===== config.mk =====
export PLATFORM = sky130hd
export DESIGN_NAME = axi_w_downsizer
export DESIGN_NICKNAME = d
export VERILOG_FILES = /design/src/verilog/downsize_axi_pkg.sv /design/src/verilog/downsize_int_pkg.sv /design/src/verilog/downsize_burst_planner.sv /design/src/verilog/downsize_fifo.sv /design/src/verilog/downsize_w_serializer.sv /design/src/verilog/axi_w_downsizer.sv
export VERILOG_INCLUDE_DIRS = /design/src /design/src/verilog
export SDC_FILE = /design/constraint.sdc
export NUM_CORES = 1
export LEC_CHECK = 0
export ABC_AREA = 1
export CELL_PAD_IN_SITES_DETAIL_PLACEMENT = 0
export CELL_PAD_IN_SITES_GLOBAL_PLACEMENT = 1
export CORE_MARGIN = 2
export CORE_UTILIZATION = 45
export CTS_CLUSTER_SIZE = 40
export DETAILED_ROUTE_END_ITERATION = 10
export DONT_BUFFER_PORTS = 1
export GPL_TIMING_DRIVEN = 1
export PLACE_DENSITY = 0.73
export SETUP_SLACK_MARGIN = 0.2
export SYNTH_ARGS = -nofsm -noshare
export SYNTH_HDL_FRONTEND = slang
export SYNTH_SLANG_ARGS = --single-unit
export TNS_END_PERCENT = 20

===== constraint.sdc =====
create_clock -name clk_i -period 6.15 [get_ports clk_i]
set_clock_uncertainty 0.15 [all_clocks]
set_input_delay 0 -clock clk_i [delete_from_list [all_inputs] [get_ports clk_i]]
set_output_delay 0 -clock clk_i [all_outputs]
set_load 0.005 [all_outputs]

===== src/verilog/downsize_consts.svh =====
// Shared widths, burst limit and buffer depths, included by the packages and the RTL modules
`ifndef DOWNSIZE_CONSTS_SVH
`define DOWNSIZE_CONSTS_SVH

// --------------------
// Bus widths
// --------------------

`define DS_ADDR_W 32
`define DS_ID_W 4

// Wide side (master) and narrow side (slave)
`define DS_SI_DATA_W 64
`define DS_MI_DATA_W 32

// --------------------
// Limits and buffers
// --------------------

// Largest narrow INCR burst in beats
`define DS_MAX_BURST 256

`define DS_W_FIFO_DEPTH 4
`define DS_CMD_FIFO_DEPTH 2

`endif


===== src/verilog/downsize_axi_pkg.sv =====
// AXI field types and channel encodings, imported by every module of the write downsizer
`include "downsize_consts.svh"

package downsize_axi_pkg;

  // --------------------
  // Address channel
  // --------------------

  typedef logic [`DS_ADDR_W-1:0] addr_t;
  typedef logic [`DS_ID_W-1:0] id_t;
  typedef logic [7:0] len_t;
  typedef logic [2:0] size_t;
  typedef logic [1:0] burst_t;
  typedef logic [3:0] cache_t;

  localparam burst_t BURST_INCR = 2'b01;
  // Bufferable-independent bit that allows merging and splitting
  localparam cache_t CACHE_MODIFIABLE = 4'b0010;

  // --------------------
  // Data and response
  // --------------------

  typedef logic [1:0] resp_t;

  typedef logic [`DS_SI_DATA_W-1:0] si_data_t;
  typedef logic [`DS_SI_DATA_W/8-1:0] si_strb_t;
  typedef logic [`DS_MI_DATA_W-1:0] mi_data_t;
  typedef logic [`DS_MI_DATA_W/8-1:0] mi_strb_t;

endpackage


===== src/verilog/downsize_int_pkg.sv =====
// Types passed between burst planner, FIFOs and W serializer, plus the shared address helper
package downsize_int_pkg;

  // One wide W beat as it sits in the W FIFO
  typedef struct packed {
    downsize_axi_pkg::si_data_t data;
    downsize_axi_pkg::si_strb_t strb;
    logic                       last;
  } si_beat_t;

  // One narrow burst, as issued on mst_aw
  typedef struct packed {
    downsize_axi_pkg::addr_t addr;
    downsize_axi_pkg::len_t  len;
    // Narrow beat size of the burst
    downsize_axi_pkg::size_t size;
    // Beat size of the original wide write
    downsize_axi_pkg::size_t wide_size;
    // Last burst of the wide transaction
    logic                    is_final;
  } w_desc_t;

  // Clear the address bits below the given size
  function automatic downsize_axi_pkg::addr_t align_addr(
    input downsize_axi_pkg::addr_t addr,
    input downsize_axi_pkg::size_t size
  );
    downsize_axi_pkg::addr_t mask;
    mask = (downsize_axi_pkg::addr_t'(1) << size) - downsize_axi_pkg::addr_t'(1);
    return addr & ~mask;
  endfunction

endpackage


===== src/verilog/downsize_burst_planner.sv =====
// Turns one wide AW request into narrow AW bursts and a matching descriptor per burst
`timescale 1ns/1ns
`include "downsize_consts.svh"

module downsize_burst_planner (
  input  logic                      clk_i,
  input  logic                      rst_ni,
  input  downsize_axi_pkg::id_t     slv_aw_id_i,
  input  downsize_axi_pkg::addr_t   slv_aw_addr_i,
  input  downsize_axi_pkg::len_t    slv_aw_len_i,
  input  downsize_axi_pkg::size_t   slv_aw_size_i,
  input  downsize_axi_pkg::burst_t  slv_aw_burst_i,
  input  downsize_axi_pkg::cache_t  slv_aw_cache_i,
  input  logic                      slv_aw_valid_i,
  output logic                      slv_aw_ready_o,
  output downsize_axi_pkg::id_t     mst_aw_id_o,
  output downsize_axi_pkg::addr_t   mst_aw_addr_o,
  output downsize_axi_pkg::len_t    mst_aw_len_o,
  output downsize_axi_pkg::size_t   mst_aw_size_o,
  output downsize_axi_pkg::burst_t  mst_aw_burst_o,
  output downsize_axi_pkg::cache_t  mst_aw_cache_o,
  output logic                      mst_aw_valid_o,
  input  logic                      mst_aw_ready_i,
  output downsize_int_pkg::w_desc_t desc_o,
  output logic                      desc_valid_o,
  input  logic                      desc_ready_i
);

  import downsize_axi_pkg::*;
  import downsize_int_pkg::*;

  localparam int MI_BYTES = `DS_MI_DATA_W / 8;
  localparam int MI_SIZE = $clog2(MI_BYTES);
  // Enough for 256 wide beats times any legal ratio
  localparam int CNT_W = 16;

  typedef logic [CNT_W-1:0] cnt_t;

  localparam cnt_t MAX_BEATS = cnt_t'(`DS_MAX_BURST);
  localparam addr_t CHUNK_BYTES = addr_t'(`DS_MAX_BURST * MI_BYTES);

  // Control state
  logic busy_q, aw_ready_q;
  logic aw_done_q, desc_done_q;

  // Captured request
  id_t    id_q;
  addr_t  addr_q;
  len_t   len_q;
  size_t  size_q;
  burst_t burst_q;
  cache_t cache_q;
  logic   down_q;
  cnt_t   remain_q;

  logic  accept;
  logic  is_down;
  addr_t size_mask;
  cnt_t  skip_beats;
  cnt_t  total_beats;
  logic  aw_ok, desc_ok, chunk_done, last_chunk;
  len_t  chunk_len;

  // --------------------
  // Request decode
  // --------------------

  assign accept = slv_aw_valid_i & aw_ready_q;
  assign is_down = (|(slv_aw_cache_i & CACHE_MODIFIABLE)) && (slv_aw_burst_i == BURST_INCR) &&
                   (slv_aw_size_i > size_t'(MI_SIZE));

  // Narrow beats lost below an unaligned start address
  assign size_mask = (addr_t'(1) << slv_aw_size_i) - addr_t'(1);
  assign skip_beats = cnt_t'((slv_aw_addr_i & size_mask) >> MI_SIZE);
  assign total_beats = ((cnt_t'(slv_aw_len_i) + cnt_t'(1)) << (slv_aw_size_i - size_t'(MI_SIZE)))
                       - skip_beats;

  // --------------------
  // Current chunk
  // --------------------

  assign last_chunk = !down_q || (remain_q <= MAX_BEATS);
  assign chunk_len = !down_q ? len_q :
                     last_chunk ? len_t'(remain_q - cnt_t'(1)) : len_t'(MAX_BEATS - cnt_t'(1));

  assign slv_aw_ready_o = aw_ready_q;

  assign mst_aw_id_o = id_q;
  assign mst_aw_addr_o = addr_q;
  assign mst_aw_len_o = chunk_len;
  assign mst_aw_size_o = down_q ? size_t'(MI_SIZE) : size_q;
  assign mst_aw_burst_o = burst_q;
  assign mst_aw_cache_o = cache_q;
  assign mst_aw_valid_o = busy_q & ~aw_done_q;

  assign desc_o = '{
    addr:      addr_q,
    len:       chunk_len,
    size:      mst_aw_size_o,
    wide_size: size_q,
    is_final:  last_chunk
  };
  assign desc_valid_o = busy_q & ~desc_done_q;

  // Both halves of a chunk must be taken before moving on
  assign aw_ok = aw_done_q | (mst_aw_valid_o & mst_aw_ready_i);
  assign desc_ok = desc_done_q | (desc_valid_o & desc_ready_i);
  assign chunk_done = busy_q & aw_ok & desc_ok;

  always_ff @(posedge clk_i or negedge rst_ni) begin
    if (!rst_ni) begin
      busy_q      <= 1'b0;
      aw_ready_q  <= 1'b0;
      aw_done_q   <= 1'b0;
      desc_done_q <= 1'b0;
    end else if (!busy_q) begin
      aw_ready_q  <= ~accept;
      busy_q      <= accept;
      aw_done_q   <= 1'b0;
      desc_done_q <= 1'b0;
    end else if (chunk_done) begin
      aw_done_q   <= 1'b0;
      desc_done_q <= 1'b0;
      busy_q      <= ~last_chunk;
      aw_ready_q  <= last_chunk;
    end else begin
      aw_done_q   <= aw_ok;
      desc_done_q <= desc_ok;
    end
  end

  always_ff @(posedge clk_i) begin
    if (accept) begin
      id_q     <= slv_aw_id_i;
      addr_q   <= slv_aw_addr_i;
      len_q    <= slv_aw_len_i;
      size_q   <= slv_aw_size_i;
      burst_q  <= slv_aw_burst_i;
      cache_q  <= slv_aw_cache_i;
      down_q   <= is_down;
      remain_q <= total_beats;
    end else if (chunk_done && !last_chunk) begin
      // Later chunks start narrow-aligned
      addr_q   <= align_addr(addr_q, size_t'(MI_SIZE)) + CHUNK_BYTES;
      remain_q <= remain_q - MAX_BEATS;
    end
  end

endmodule


===== src/verilog/downsize_fifo.sv =====
// Registered valid/ready FIFO for any payload type, used for wide W beats and descriptors
`timescale 1ns/1ns

module downsize_fifo #(
  parameter int unsigned DEPTH = 2,
  parameter type payload_t = logic
) (
  input  logic     clk_i,
  input  logic     rst_ni,
  input  payload_t in_data_i,
  input  logic     in_valid_i,
  output logic     in_ready_o,
  output payload_t out_data_o,
  output logic     out_valid_o,
  input  logic     out_ready_i
);

  localparam int PTR_W = (DEPTH > 1) ? $clog2(DEPTH) : 1;
  localparam int CNT_W = $clog2(DEPTH + 1);

  payload_t mem_q [DEPTH];
  logic [PTR_W-1:0] wr_ptr_q, rd_ptr_q;
  logic [CNT_W-1:0] count_q;
  logic push, pop;

  function automatic logic [PTR_W-1:0] next_ptr(input logic [PTR_W-1:0] ptr);
    return (ptr == PTR_W'(DEPTH - 1)) ? '0 : ptr + PTR_W'(1);
  endfunction

  assign in_ready_o = (count_q != CNT_W'(DEPTH));
  assign out_valid_o = (count_q != '0);
  assign out_data_o = mem_q[rd_ptr_q];

  assign push = in_valid_i & in_ready_o;
  assign pop = out_valid_o & out_ready_i;

  always_ff @(posedge clk_i or negedge rst_ni) begin
    if (!rst_ni) begin
      wr_ptr_q <= '0;
      rd_ptr_q <= '0;
      count_q  <= '0;
    end else begin
      if (push) wr_ptr_q <= next_ptr(wr_ptr_q);
      if (pop) rd_ptr_q <= next_ptr(rd_ptr_q);
      // Fill count moves only on an unmatched push or pop
      if (push && !pop) count_q <= count_q + CNT_W'(1);
      else if (pop && !push) count_q <= count_q - CNT_W'(1);
    end
  end

  always_ff @(posedge clk_i) begin
    if (push) mem_q[wr_ptr_q] <= in_data_i;
  end

endmodule


===== src/verilog/downsize_w_serializer.sv =====
// Cuts buffered wide W beats into narrow W beats, one descriptor per narrow burst
`timescale 1ns/1ns
`include "downsize_consts.svh"

module downsize_w_serializer (
  input  logic                       clk_i,
  input  logic                       rst_ni,
  input  downsize_int_pkg::w_desc_t  desc_i,
  input  logic                       desc_valid_i,
  output logic                       desc_ready_o,
  input  downsize_int_pkg::si_beat_t beat_i,
  input  logic                       beat_valid_i,
  output logic                       beat_ready_o,
  output downsize_axi_pkg::mi_data_t mst_w_data_o,
  output downsize_axi_pkg::mi_strb_t mst_w_strb_o,
  output logic                       mst_w_last_o,
  output logic                       mst_w_valid_o,
  input  logic                       mst_w_ready_i
);

  import downsize_axi_pkg::*;
  import downsize_int_pkg::*;

  localparam int MI_BYTES = `DS_MI_DATA_W / 8;
  localparam int SI_BYTES = `DS_SI_DATA_W / 8;
  localparam int MI_SIZE = $clog2(MI_BYTES);
  localparam int SI_LANE_W = $clog2(SI_BYTES);

  // Position inside the current descriptor
  logic  first_q;
  addr_t addr_q;
  len_t  cnt_q;

  // Output register
  logic     out_valid_q;
  mi_data_t data_q;
  mi_strb_t strb_q;
  logic     last_q;

  addr_t    cur_addr;
  len_t     cur_cnt;
  addr_t    lane_base;
  addr_t    beat_end;
  logic     fire, is_last, crossing;
  addr_t    byte_addr [MI_BYTES];
  logic [SI_LANE_W-1:0] wide_lane [MI_BYTES];
  mi_data_t steer_data;
  mi_strb_t steer_strb;

  // First beat of a burst takes its position straight from the descriptor
  assign cur_addr = first_q ? desc_i.addr : addr_q;
  assign cur_cnt = first_q ? desc_i.len : cnt_q;
  assign is_last = (cur_cnt == '0);

  assign lane_base = align_addr(cur_addr, size_t'(MI_SIZE));
  assign beat_end = align_addr(cur_addr, desc_i.size) + (addr_t'(1) << desc_i.size);
  assign crossing = align_addr(beat_end, desc_i.wide_size) !=
                    align_addr(cur_addr, desc_i.wide_size);

  // Output register free or draining this cycle
  assign fire = desc_valid_i & beat_valid_i & (~out_valid_q | mst_w_ready_i);

  assign desc_ready_o = fire & is_last;
  assign beat_ready_o = fire & (crossing | (is_last & desc_i.is_final));

  // --------------------
  // Lane steering
  // --------------------

  always_comb begin
    steer_data = '0;
    steer_strb = '0;
    for (int l = 0; l < MI_BYTES; l++) begin
      byte_addr[l] = lane_base + addr_t'(l);
      wide_lane[l] = byte_addr[l][SI_LANE_W-1:0];
      // Bytes before the start or past the beat keep strobe 0
      if (byte_addr[l] >= cur_addr && byte_addr[l] < beat_end) begin
        steer_data[8*l +: 8] = beat_i.data[8*wide_lane[l] +: 8];
        steer_strb[l]        = beat_i.strb[wide_lane[l]];
      end
    end
  end

  // --------------------
  // Sequencing
  // --------------------

  always_ff @(posedge clk_i or negedge rst_ni) begin
    if (!rst_ni) begin
      first_q     <= 1'b1;
      out_valid_q <= 1'b0;
    end else if (fire) begin
      first_q     <= is_last;
      out_valid_q <= 1'b1;
    end else if (mst_w_ready_i) begin
      out_valid_q <= 1'b0;
    end
  end

  always_ff @(posedge clk_i) begin
    if (fire) begin
      addr_q <= beat_end;
      cnt_q  <= cur_cnt - len_t'(1);
      data_q <= steer_data;
      strb_q <= steer_strb;
      last_q <= is_last;
    end
  end

  assign mst_w_data_o = data_q;
  assign mst_w_strb_o = strb_q;
  assign mst_w_last_o = last_q;
  assign mst_w_valid_o = out_valid_q;

endmodule


===== src/verilog/axi_w_downsizer.sv =====
// Top level of the AXI write downsizer from a 64-bit master to a 32-bit slave
`timescale 1ns/1ns
`include "downsize_consts.svh"

module axi_w_downsizer (
  input  logic                       clk_i,
  input  logic                       rst_ni,
  // Wide side
  input  downsize_axi_pkg::id_t      slv_aw_id_i,
  input  downsize_axi_pkg::addr_t    slv_aw_addr_i,
  input  downsize_axi_pkg::len_t     slv_aw_len_i,
  input  downsize_axi_pkg::size_t    slv_aw_size_i,
  input  downsize_axi_pkg::burst_t   slv_aw_burst_i,
  input  downsize_axi_pkg::cache_t   slv_aw_cache_i,
  input  logic                       slv_aw_valid_i,
  output logic                       slv_aw_ready_o,
  input  downsize_axi_pkg::si_data_t slv_w_data_i,
  input  downsize_axi_pkg::si_strb_t slv_w_strb_i,
  input  logic                       slv_w_last_i,
  input  logic                       slv_w_valid_i,
  output logic                       slv_w_ready_o,
  output downsize_axi_pkg::id_t      slv_b_id_o,
  output downsize_axi_pkg::resp_t    slv_b_resp_o,
  output logic                       slv_b_valid_o,
  input  logic                       slv_b_ready_i,
  // Narrow side
  output downsize_axi_pkg::id_t      mst_aw_id_o,
  output downsize_axi_pkg::addr_t    mst_aw_addr_o,
  output downsize_axi_pkg::len_t     mst_aw_len_o,
  output downsize_axi_pkg::size_t    mst_aw_size_o,
  output downsize_axi_pkg::burst_t   mst_aw_burst_o,
  output downsize_axi_pkg::cache_t   mst_aw_cache_o,
  output logic                       mst_aw_valid_o,
  input  logic                       mst_aw_ready_i,
  output downsize_axi_pkg::mi_data_t mst_w_data_o,
  output downsize_axi_pkg::mi_strb_t mst_w_strb_o,
  output logic                       mst_w_last_o,
  output logic                       mst_w_valid_o,
  input  logic                       mst_w_ready_i,
  input  downsize_axi_pkg::id_t      mst_b_id_i,
  input  downsize_axi_pkg::resp_t    mst_b_resp_i,
  input  logic                       mst_b_valid_i,
  output logic                       mst_b_ready_o
);

  import downsize_int_pkg::*;

  w_desc_t  plan_desc, fifo_desc;
  logic     plan_desc_valid, plan_desc_ready;
  logic     fifo_desc_valid, fifo_desc_ready;
  si_beat_t slv_beat, fifo_beat;
  logic     fifo_beat_valid, fifo_beat_ready;

  downsize_burst_planner u_planner (
    .clk_i          (clk_i),
    .rst_ni         (rst_ni),
    .slv_aw_id_i    (slv_aw_id_i),
    .slv_aw_addr_i  (slv_aw_addr_i),
    .slv_aw_len_i   (slv_aw_len_i),
    .slv_aw_size_i  (slv_aw_size_i),
    .slv_aw_burst_i (slv_aw_burst_i),
    .slv_aw_cache_i (slv_aw_cache_i),
    .slv_aw_valid_i (slv_aw_valid_i),
    .slv_aw_ready_o (slv_aw_ready_o),
    .mst_aw_id_o    (mst_aw_id_o),
    .mst_aw_addr_o  (mst_aw_addr_o),
    .mst_aw_len_o   (mst_aw_len_o),
    .mst_aw_size_o  (mst_aw_size_o),
    .mst_aw_burst_o (mst_aw_burst_o),
    .mst_aw_cache_o (mst_aw_cache_o),
    .mst_aw_valid_o (mst_aw_valid_o),
    .mst_aw_ready_i (mst_aw_ready_i),
    .desc_o         (plan_desc),
    .desc_valid_o   (plan_desc_valid),
    .desc_ready_i   (plan_desc_ready)
  );

  downsize_fifo #(
    .DEPTH     (`DS_CMD_FIFO_DEPTH),
    .payload_t (w_desc_t)
  ) u_desc_fifo (
    .clk_i       (clk_i),
    .rst_ni      (rst_ni),
    .in_data_i   (plan_desc),
    .in_valid_i  (plan_desc_valid),
    .in_ready_o  (plan_desc_ready),
    .out_data_o  (fifo_desc),
    .out_valid_o (fifo_desc_valid),
    .out_ready_i (fifo_desc_ready)
  );

  assign slv_beat = '{data: slv_w_data_i, strb: slv_w_strb_i, last: slv_w_last_i};

  downsize_fifo #(
    .DEPTH     (`DS_W_FIFO_DEPTH),
    .payload_t (si_beat_t)
  ) u_w_fifo (
    .clk_i       (clk_i),
    .rst_ni      (rst_ni),
    .in_data_i   (slv_beat),
    .in_valid_i  (slv_w_valid_i),
    .in_ready_o  (slv_w_ready_o),
    .out_data_o  (fifo_beat),
    .out_valid_o (fifo_beat_valid),
    .out_ready_i (fifo_beat_ready)
  );

  downsize_w_serializer u_serializer (
    .clk_i         (clk_i),
    .rst_ni        (rst_ni),
    .desc_i        (fifo_desc),
    .desc_valid_i  (fifo_desc_valid),
    .desc_ready_o  (fifo_desc_ready),
    .beat_i        (fifo_beat),
    .beat_valid_i  (fifo_beat_valid),
    .beat_ready_o  (fifo_beat_ready),
    .mst_w_data_o  (mst_w_data_o),
    .mst_w_strb_o  (mst_w_strb_o),
    .mst_w_last_o  (mst_w_last_o),
    .mst_w_valid_o (mst_w_valid_o),
    .mst_w_ready_i (mst_w_ready_i)
  );

  // B passes straight back with no latency
  assign slv_b_id_o = mst_b_id_i;
  assign slv_b_resp_o = mst_b_resp_i;
  assign slv_b_valid_o = mst_b_valid_i;
  assign mst_b_ready_o = slv_b_ready_i;

endmodule


Word level (Yosys, flattened, before mapping)
Memories as Yosys holds them, arrays and structs flattened.
Index checks and enable logic that the tools add are counted.
{"block": "classes", "reduce_logical": 25, "n_eq_ne": 7, "bitwise_logic": 30, "muxes": 39, "addsub": 22, "magnitude_cmp": 14, "shift": 8}
{"operator": "64-bit by 7-bit indexed part select with 8-bit output", "count": 4}
{"operator": "32-bit >= comparator", "count": 4}
{"operator": "32-bit < comparator", "count": 4}
{"operator": "32-bit bitwise AND", "count": 3}
{"operator": "32-bit two-way mux", "count": 3}
{"operator": "32-bit by 2-bit adder with 32-bit output, second input constant", "count": 2}
{"operator": "32-bit inverter", "count": 2}
{"operator": "1-bit by 3-bit << shifter with 32-bit output, first input constant", "count": 2}
{"operator": "32-bit by 1-bit subtractor with 32-bit output, second input constant", "count": 2}
{"operator": "32-bit by 1-bit adder with 32-bit output, second input constant", "count": 1}
{"operator": "32-bit by 11-bit adder with 32-bit output, second input constant", "count": 1}
{"operator": "32-bit adder", "count": 1}
{"operator": "16-bit two-way mux", "count": 2}
{"operator": "32-bit inequality test", "count": 1}
{"operator": "8-bit two-way mux", "count": 3}
{"operator": "1-bit two-way mux", "count": 21}
{"operator": "18-bit bitwise AND", "count": 1}
{"operator": "1-bit by 3-bit << shifter with 18-bit output, first input constant", "count": 1}
{"operator": "18-bit by 1-bit subtractor with 18-bit output, second input constant", "count": 1}
{"operator": "16-bit by 9-bit <= comparator with 1-bit output, second input constant", "count": 1}
{"operator": "3-bit by 4-bit < comparator with 1-bit output, second input constant", "count": 4}
{"operator": "16-bit by 3-bit << shifter with 16-bit output", "count": 1}
{"operator": "16-bit subtractor", "count": 1}
{"operator": "16-bit by 9-bit subtractor with 16-bit output, second input constant", "count": 1}
{"operator": "25 further kinds", "count": 78}
{"block": "word_totals", "input_bits": 140, "register_bits": 164, "out_inout_bits": 102, "ramBits": 386, "mem_count": 2}
{"memory": "u_w_fifo.mem_q", "words": 4, "word_bits": 73, "read_ports": 1, "rd_ports_with_merged_regs": 0, "write_ports": 1, "line": "downsize_fifo.sv:21", "rtl": "payload_t mem_q [DEPTH];"}
{"memory": "u_desc_fifo.mem_q", "words": 2, "word_bits": 47, "read_ports": 1, "rd_ports_with_merged_regs": 0, "write_ports": 1, "line": "downsize_fifo.sv:21"}

Logic depth before layout (Yosys ltp)
An unclocked memory read counts as a cell.
{"block": "depth", "word_depth": 14, "mapped_depth": 42, "ltp_nobuf": 41}

Modules after synthesis
From an unflattened synthesis, not the netlist that was laid out.
{"block": "unflattened", "hier_cells": 2890, "area_unflattened_um2": 28379.7}
{"module": "downsize_fifo at u_w_fifo", "area_each_um2": 12162.9, "n_inst": 1, "seq_area_each_um2": 8943.6, "cells_each": 910}
{"module": "downsize_w_serializer", "area_each_um2": 6857.8, "n_inst": 1, "seq_area_each_um2": 2363.5, "cells_each": 940}
{"module": "downsize_burst_planner", "area_each_um2": 5669.2, "n_inst": 1, "seq_area_each_um2": 2202.1, "cells_each": 758}
{"module": "downsize_fifo at u_desc_fifo", "area_each_um2": 3629.7, "n_inst": 1, "seq_area_each_um2": 2922.8, "cells_each": 274}
{"module": "axi_w_downsizer", "area_each_um2": 60.1, "n_inst": 1, "seq_area_each_um2": 0.0, "cells_each": 8}

Least setup slack after synthesis
No wires, ideal clock.
{"block": "synth_timing", "path_type": "register to register", "startpoint": "register u_desc_fifo.rd_ptr_q", "endpoint": "register u_w_fifo.count_q[2]", "synth_period_minus_slack_ns": 5.265, "t_arrival_ns": 4.984, "stages_incl_launch_ff": 43, "setup_slack_ns": 0.885, "setup_time_ns": 0.131, "required_ns": 5.869, "cell_sequence": "dfrtp_1 -> buf_6 -> buf_12 -> buf_12 -> buf_6 -> nor2_1 -> nor2_1 -> o21ai_0 -> o21ai_0 -> inv_1 -> nor2_1 -> ha_1 -> inv_1 -> nor2_1 -> nand3_1 -> nor2_1 -> nand2_1 -> nand2_1 -> [... 7 more ...] -> nand2_1 -> a21oi_1 -> nand3_1 -> nor2_1 -> nand3_1 -> nor2_1 -> nand3_1 -> nor2_1 -> nand3_1 -> nor2_2 -> nand3_2 -> nand2_2 -> ha_1 -> inv_1 -> fa_1 -> a21oi_1 -> o21ai_0 -> xor2_1"}
{"block": "synth_between", "elab_chain_cells": 14}
{"item": "from (decl)", "line": "downsize_fifo.sv:22", "rtl": "logic [PTR_W-1:0] wr_ptr_q, rd_ptr_q;"}
{"item": "from (signal assigned)", "line": "downsize_fifo.sv:44", "rtl": "if (pop) rd_ptr_q <= next_ptr(rd_ptr_q);"}
{"item": "memory 2 x 47 bit (*)"}
{"item": "1-bit by 3-bit << shifter with 32-bit output", "line": "downsize_int_pkg.sv:29, downsize_w_serializer.sv:56"}
{"item": "32-bit by 1-bit subtractor with 32-bit output", "line": "downsize_int_pkg.sv:29", "rtl": "mask = (downsize_axi_pkg::addr_t'(1) << size) - downsize_axi_pkg::addr_t'(1);"}
{"item": "32-bit inverter", "line": "downsize_int_pkg.sv:30", "rtl": "return addr & ~mask;"}
{"item": "32-bit bitwise AND", "line": "downsize_int_pkg.sv:30"}
{"item": "32-bit adder (*)", "line": "downsize_w_serializer.sv:56", "rtl": "assign beat_end = align_addr(cur_addr, desc_i.size) + (addr_t'(1) << desc_i.size);"}
{"item": "net u_serializer.beat_end[19]", "line": "downsize_w_serializer.sv:43", "rtl": "addr_t beat_end;"}
{"item": "32-bit bitwise AND (*)", "line": "downsize_int_pkg.sv:30"}
{"item": "32-bit inequality test (*)", "line": "downsize_w_serializer.sv:57", "rtl": "assign crossing = align_addr(beat_end, desc_i.wide_size) !="}
{"item": "1-bit OR (*)", "line": "downsize_w_serializer.sv:64", "rtl": "assign beat_ready_o = fire & (crossing | (is_last & desc_i.is_final));"}
{"item": "1-bit bitwise AND (*)", "line": "downsize_w_serializer.sv:64"}
{"item": "1-bit bitwise AND (*)", "line": "downsize_fifo.sv:35", "rtl": "assign pop = out_valid_o & out_ready_i;"}
{"item": "1-bit zero test", "line": "downsize_fifo.sv:46", "rtl": "if (push && !pop) count_q <= count_q + CNT_W'(1);"}
{"item": "1-bit logical AND", "line": "downsize_fifo.sv:46"}
{"item": "3-bit two-way mux / 2-bit nonzero test (equally long branches)"}
{"item": "to (signal assigned)", "line": "downsize_fifo.sv:46"}
{"item": "to (signal assigned)", "line": "downsize_fifo.sv:47", "rtl": "else if (pop && !push) count_q <= count_q - CNT_W'(1);"}
{"item": "to (decl)", "line": "downsize_fifo.sv:23", "rtl": "logic [CNT_W-1:0] count_q;"}
Mark *: on every way through the listed nets, which the timed path passes. The rest lies on a longest branch.
A chain may end at the register's enable or synchronous reset.

Final worst setup path
Ends and elaborated chain as after synthesis.

==> impl_metrics.tcl <==
set metrics [dict create \
    syn_avg_cell_area_sq_um 11.2 \
    fmax_mhz 181 \
    ys_seq_area_share_pct 61.4 \
    first_iter_violations 1481 \
    antenna_found_initial 0 \
    cts_root_buf "clkbuf_16" \
    grt_max_degree 80 \
    setup_viol 0 \
    worstMarginPinSlew_ps 1110 \
    synth_edf_count 529 \
    cp_data_arrival_time_ps 5880 \
    drive_gt1_share_pct 11.4 \
    async_reset_ff_share_pct 3.11 \
    overflow 0 \
    start_kind "flip-flop" \
    numCtsBuffers 57 \
    slew_headroom_pct 25.9 \
    initial_utilization_pct 45.3 \
    synthToLayoutAreaGrowth_pct 20.1 \
    post-route-min-period_ps 5530 \
    ir_drop_v 0.000718 \
    worstPathRequired_ps 6510 \
    die_y_um 247 \
    cts-htree-levels 2 \
    viasPerCell 5.35 \
    grt_pass1_wl_mm 104 \
    leakagePower_nw 12.2 \
    insertion_delay_ps 640 \
    synth_top_flop_cell "edfxtp_1" \
    final_util_pct 54.4 \
    final_common_cell "edfxtp_1" \
    synthDistinctLibCells 66 \
    fin_crit_sh_pct 89.9 \
    ant_nets 0 \
    place_inst 3047 \
    final_nets 2836 \
    dp_hpwl_mm 43.6 \
    place_congestion 0.879 \
    antenna_cells 0 \
    fillerInstances 4939 \
    max_cap_viol_count 0 \
    hold_violations 0 \
    netlist_instances 2370 \
    rows 89 \
    design.core.area_sq_um 58700 \
    crit_type "reg -> reg" \
    io_buffers 0 \
    hold_class "in -> reg" \
    clock-sinks 546 \
    final_cell_mix "529 x edfxtp_1, 383 x nand2_1, 273 x dlygate4sd3_1" \
    crit_path_max_fanout 6 \
    finalWirelength_mm 67.9 \
    rsz0062_at_grt "no" \
    fin_setup_tns_ps 0 \
    clk_pin_slew_ps 60 \
    gr-usage-all-layers_pct 22.0 \
    drc_errors 0 \
    num_io_pins 242 \
    pwr_density_cell_nw_per_um2 501 \
    final_cells 3441 \
    ys_ff_latch 546 \
    cp-end-kind "flip-flop" \
    die_area_sq_um 61000 \
    grt_pass1_vias 18500 \
    dieWidth_um 247 \
    first_pass_iters 5 \
    cts_tree "done" \
    vias 18400 \
    cpPeakStageDelay_ps 410 \
    synth.cell_area_sq_um 26600 \
    p_total_w 0.0160 \
    finalMaxSlewViolations 0 \
    cp_slowest_cell "dfrtp_2" \
    whs_ps 30.7 \
    status "finished, final reports clean" \
    yosysWarnings 0 \
    wl_per_cell_um 19.7 \
    cts_max_path_buffers 3 \
]
## worst max-delay path, delay by kind of cell (launching register included)
kind / cells / cell delay, ps
xor gates and xnor gates: 2 / 300
adders and majority gates: 5 / 1430
and+or+nand+nor: 23 / 2260
AOI/OAI and AO/OA: 3 / 350
DFF: 1 / 410
buffers and inverters: 7 / 500
## kinds of logic (layout without fill, tap and decap cells)
| kind of cell | count (synthesis) | in the layout | synth area share, % |
|---|---|---|---|
| xor gates and xnor gates | 67 | 67 | 2.24 |
| DFF | 546 | 546 | 61.4 |
| AOI/OAI and AO/OA | 362 | 362 | 8.72 |
| other | 1 | 3 | 0.0141 |
| buffers and inverters | 363 | 659 | 6.44 |
| adders and majority gates | 77 | 77 | 3.68 |
| muxes | 69 | 69 | 2.60 |
| and+or+nand+nor | 885 | 885 | 14.9 |
## path summary, 6_finish.rpt
kind                                       startpoint                     end  slack (ps)  cells past startpoint
worst min-delay path                   mst_aw_ready_i   u_planner.desc_done_q          30                      4
max in group asynchronous                      rst_ni    u_w_fifo.rd_ptr_q[1]        4840                      2
worst min register to register  u_planner.desc_done_q     u_planner.aw_done_q         310                      1
worst max-delay path             u_desc_fifo.rd_ptr_q     u_w_fifo.count_q[2]         620                     40
worst max register to register   u_desc_fifo.rd_ptr_q     u_w_fifo.count_q[2]         620                     40
min in group asynchronous                      rst_ni  u_desc_fifo.count_q[0]         360                      2
## what timing repair did
item,4_1_cts,5_1_grt
resized for setup,0,40
setup endpoints to repair,0,15
buffers inserted,0,13
endpoints found under the hold margin,390,0
hold buffers,273,0
## cell usage after synthesis, drive strengths merged (22+ instances only)
library cell | count | area [sq um]
inv | 226 | 851
o21ai | 193 | 1060
clkbuf | 53 | 199
nand4 | 22 | 138
edfxtp | 529 | 15900
xor2 | 47 | 412
a21oi | 62 | 340
o221ai | 64 | 561
nor3 | 22 | 120
buf | 82 | 656
nand2 | 428 | 1750
nor2 | 264 | 1060
mux2i | 69 | 691
nand3 | 116 | 693
ha | 75 | 938
## per-layer routing
metal  up-vias  track usage, %  wire length [um]
li1       8787               -                 -
met1      8994            29.5             29300
met2       536            37.1             33800
met3       101            3.46              3320
met4         0            6.06              1480
met5         -               0                 0
## final cells by class
type	count	area, sq um	area share [%]
clock buffer	65	1460	4.56
clock inverter	43	439	1.38
inverter	228	862	2.70
multi-input combinational	1463	8720	27.3
sequential	546	16300	51.1
tap	773	967	3.03
timing repair buffer	323	3150	9.87
## stage by stage
stage                     area (sq um)  worst slack [ps]
after floorplan                  26600               885
after global placement           27000               379
after detailed placement         27000               297
after CTS                        31700               270
after global routing             31900               214
final                            31900               623
## flip-flops by register name, summed over array words and instances (netlist names), 2 cells and up
name                       flops
u_planner.mst_aw_cache_o       4
u_planner.mst_aw_id_o          4
u_serializer.addr_q           32
u_w_fifo.mem_q               288
u_planner.size_q               3
u_desc_fifo.mem_q             94
u_planner.len_q                8
u_serializer.mst_w_strb_o      4
u_serializer.mst_w_data_o     32
u_planner.mst_aw_addr_o       32
u_serializer.cnt_q             8
u_planner.remain_q            16
u_desc_fifo.count_q            2
u_w_fifo.wr_ptr_q              2
u_w_fifo.rd_ptr_q              2
u_planner.mst_aw_burst_o       2
u_w_fifo.count_q               3
## where the power goes
group	total, W	leakage [nW]	internal [W]	switching, W
Sequential	0.00633	5.15	0.00563	0.000706
Combinational	0.00622	6.11	0.00208	0.00414
Clock	0.00345	0.913	0.00197	0.00148
Power figures use the tool's default switching activity.
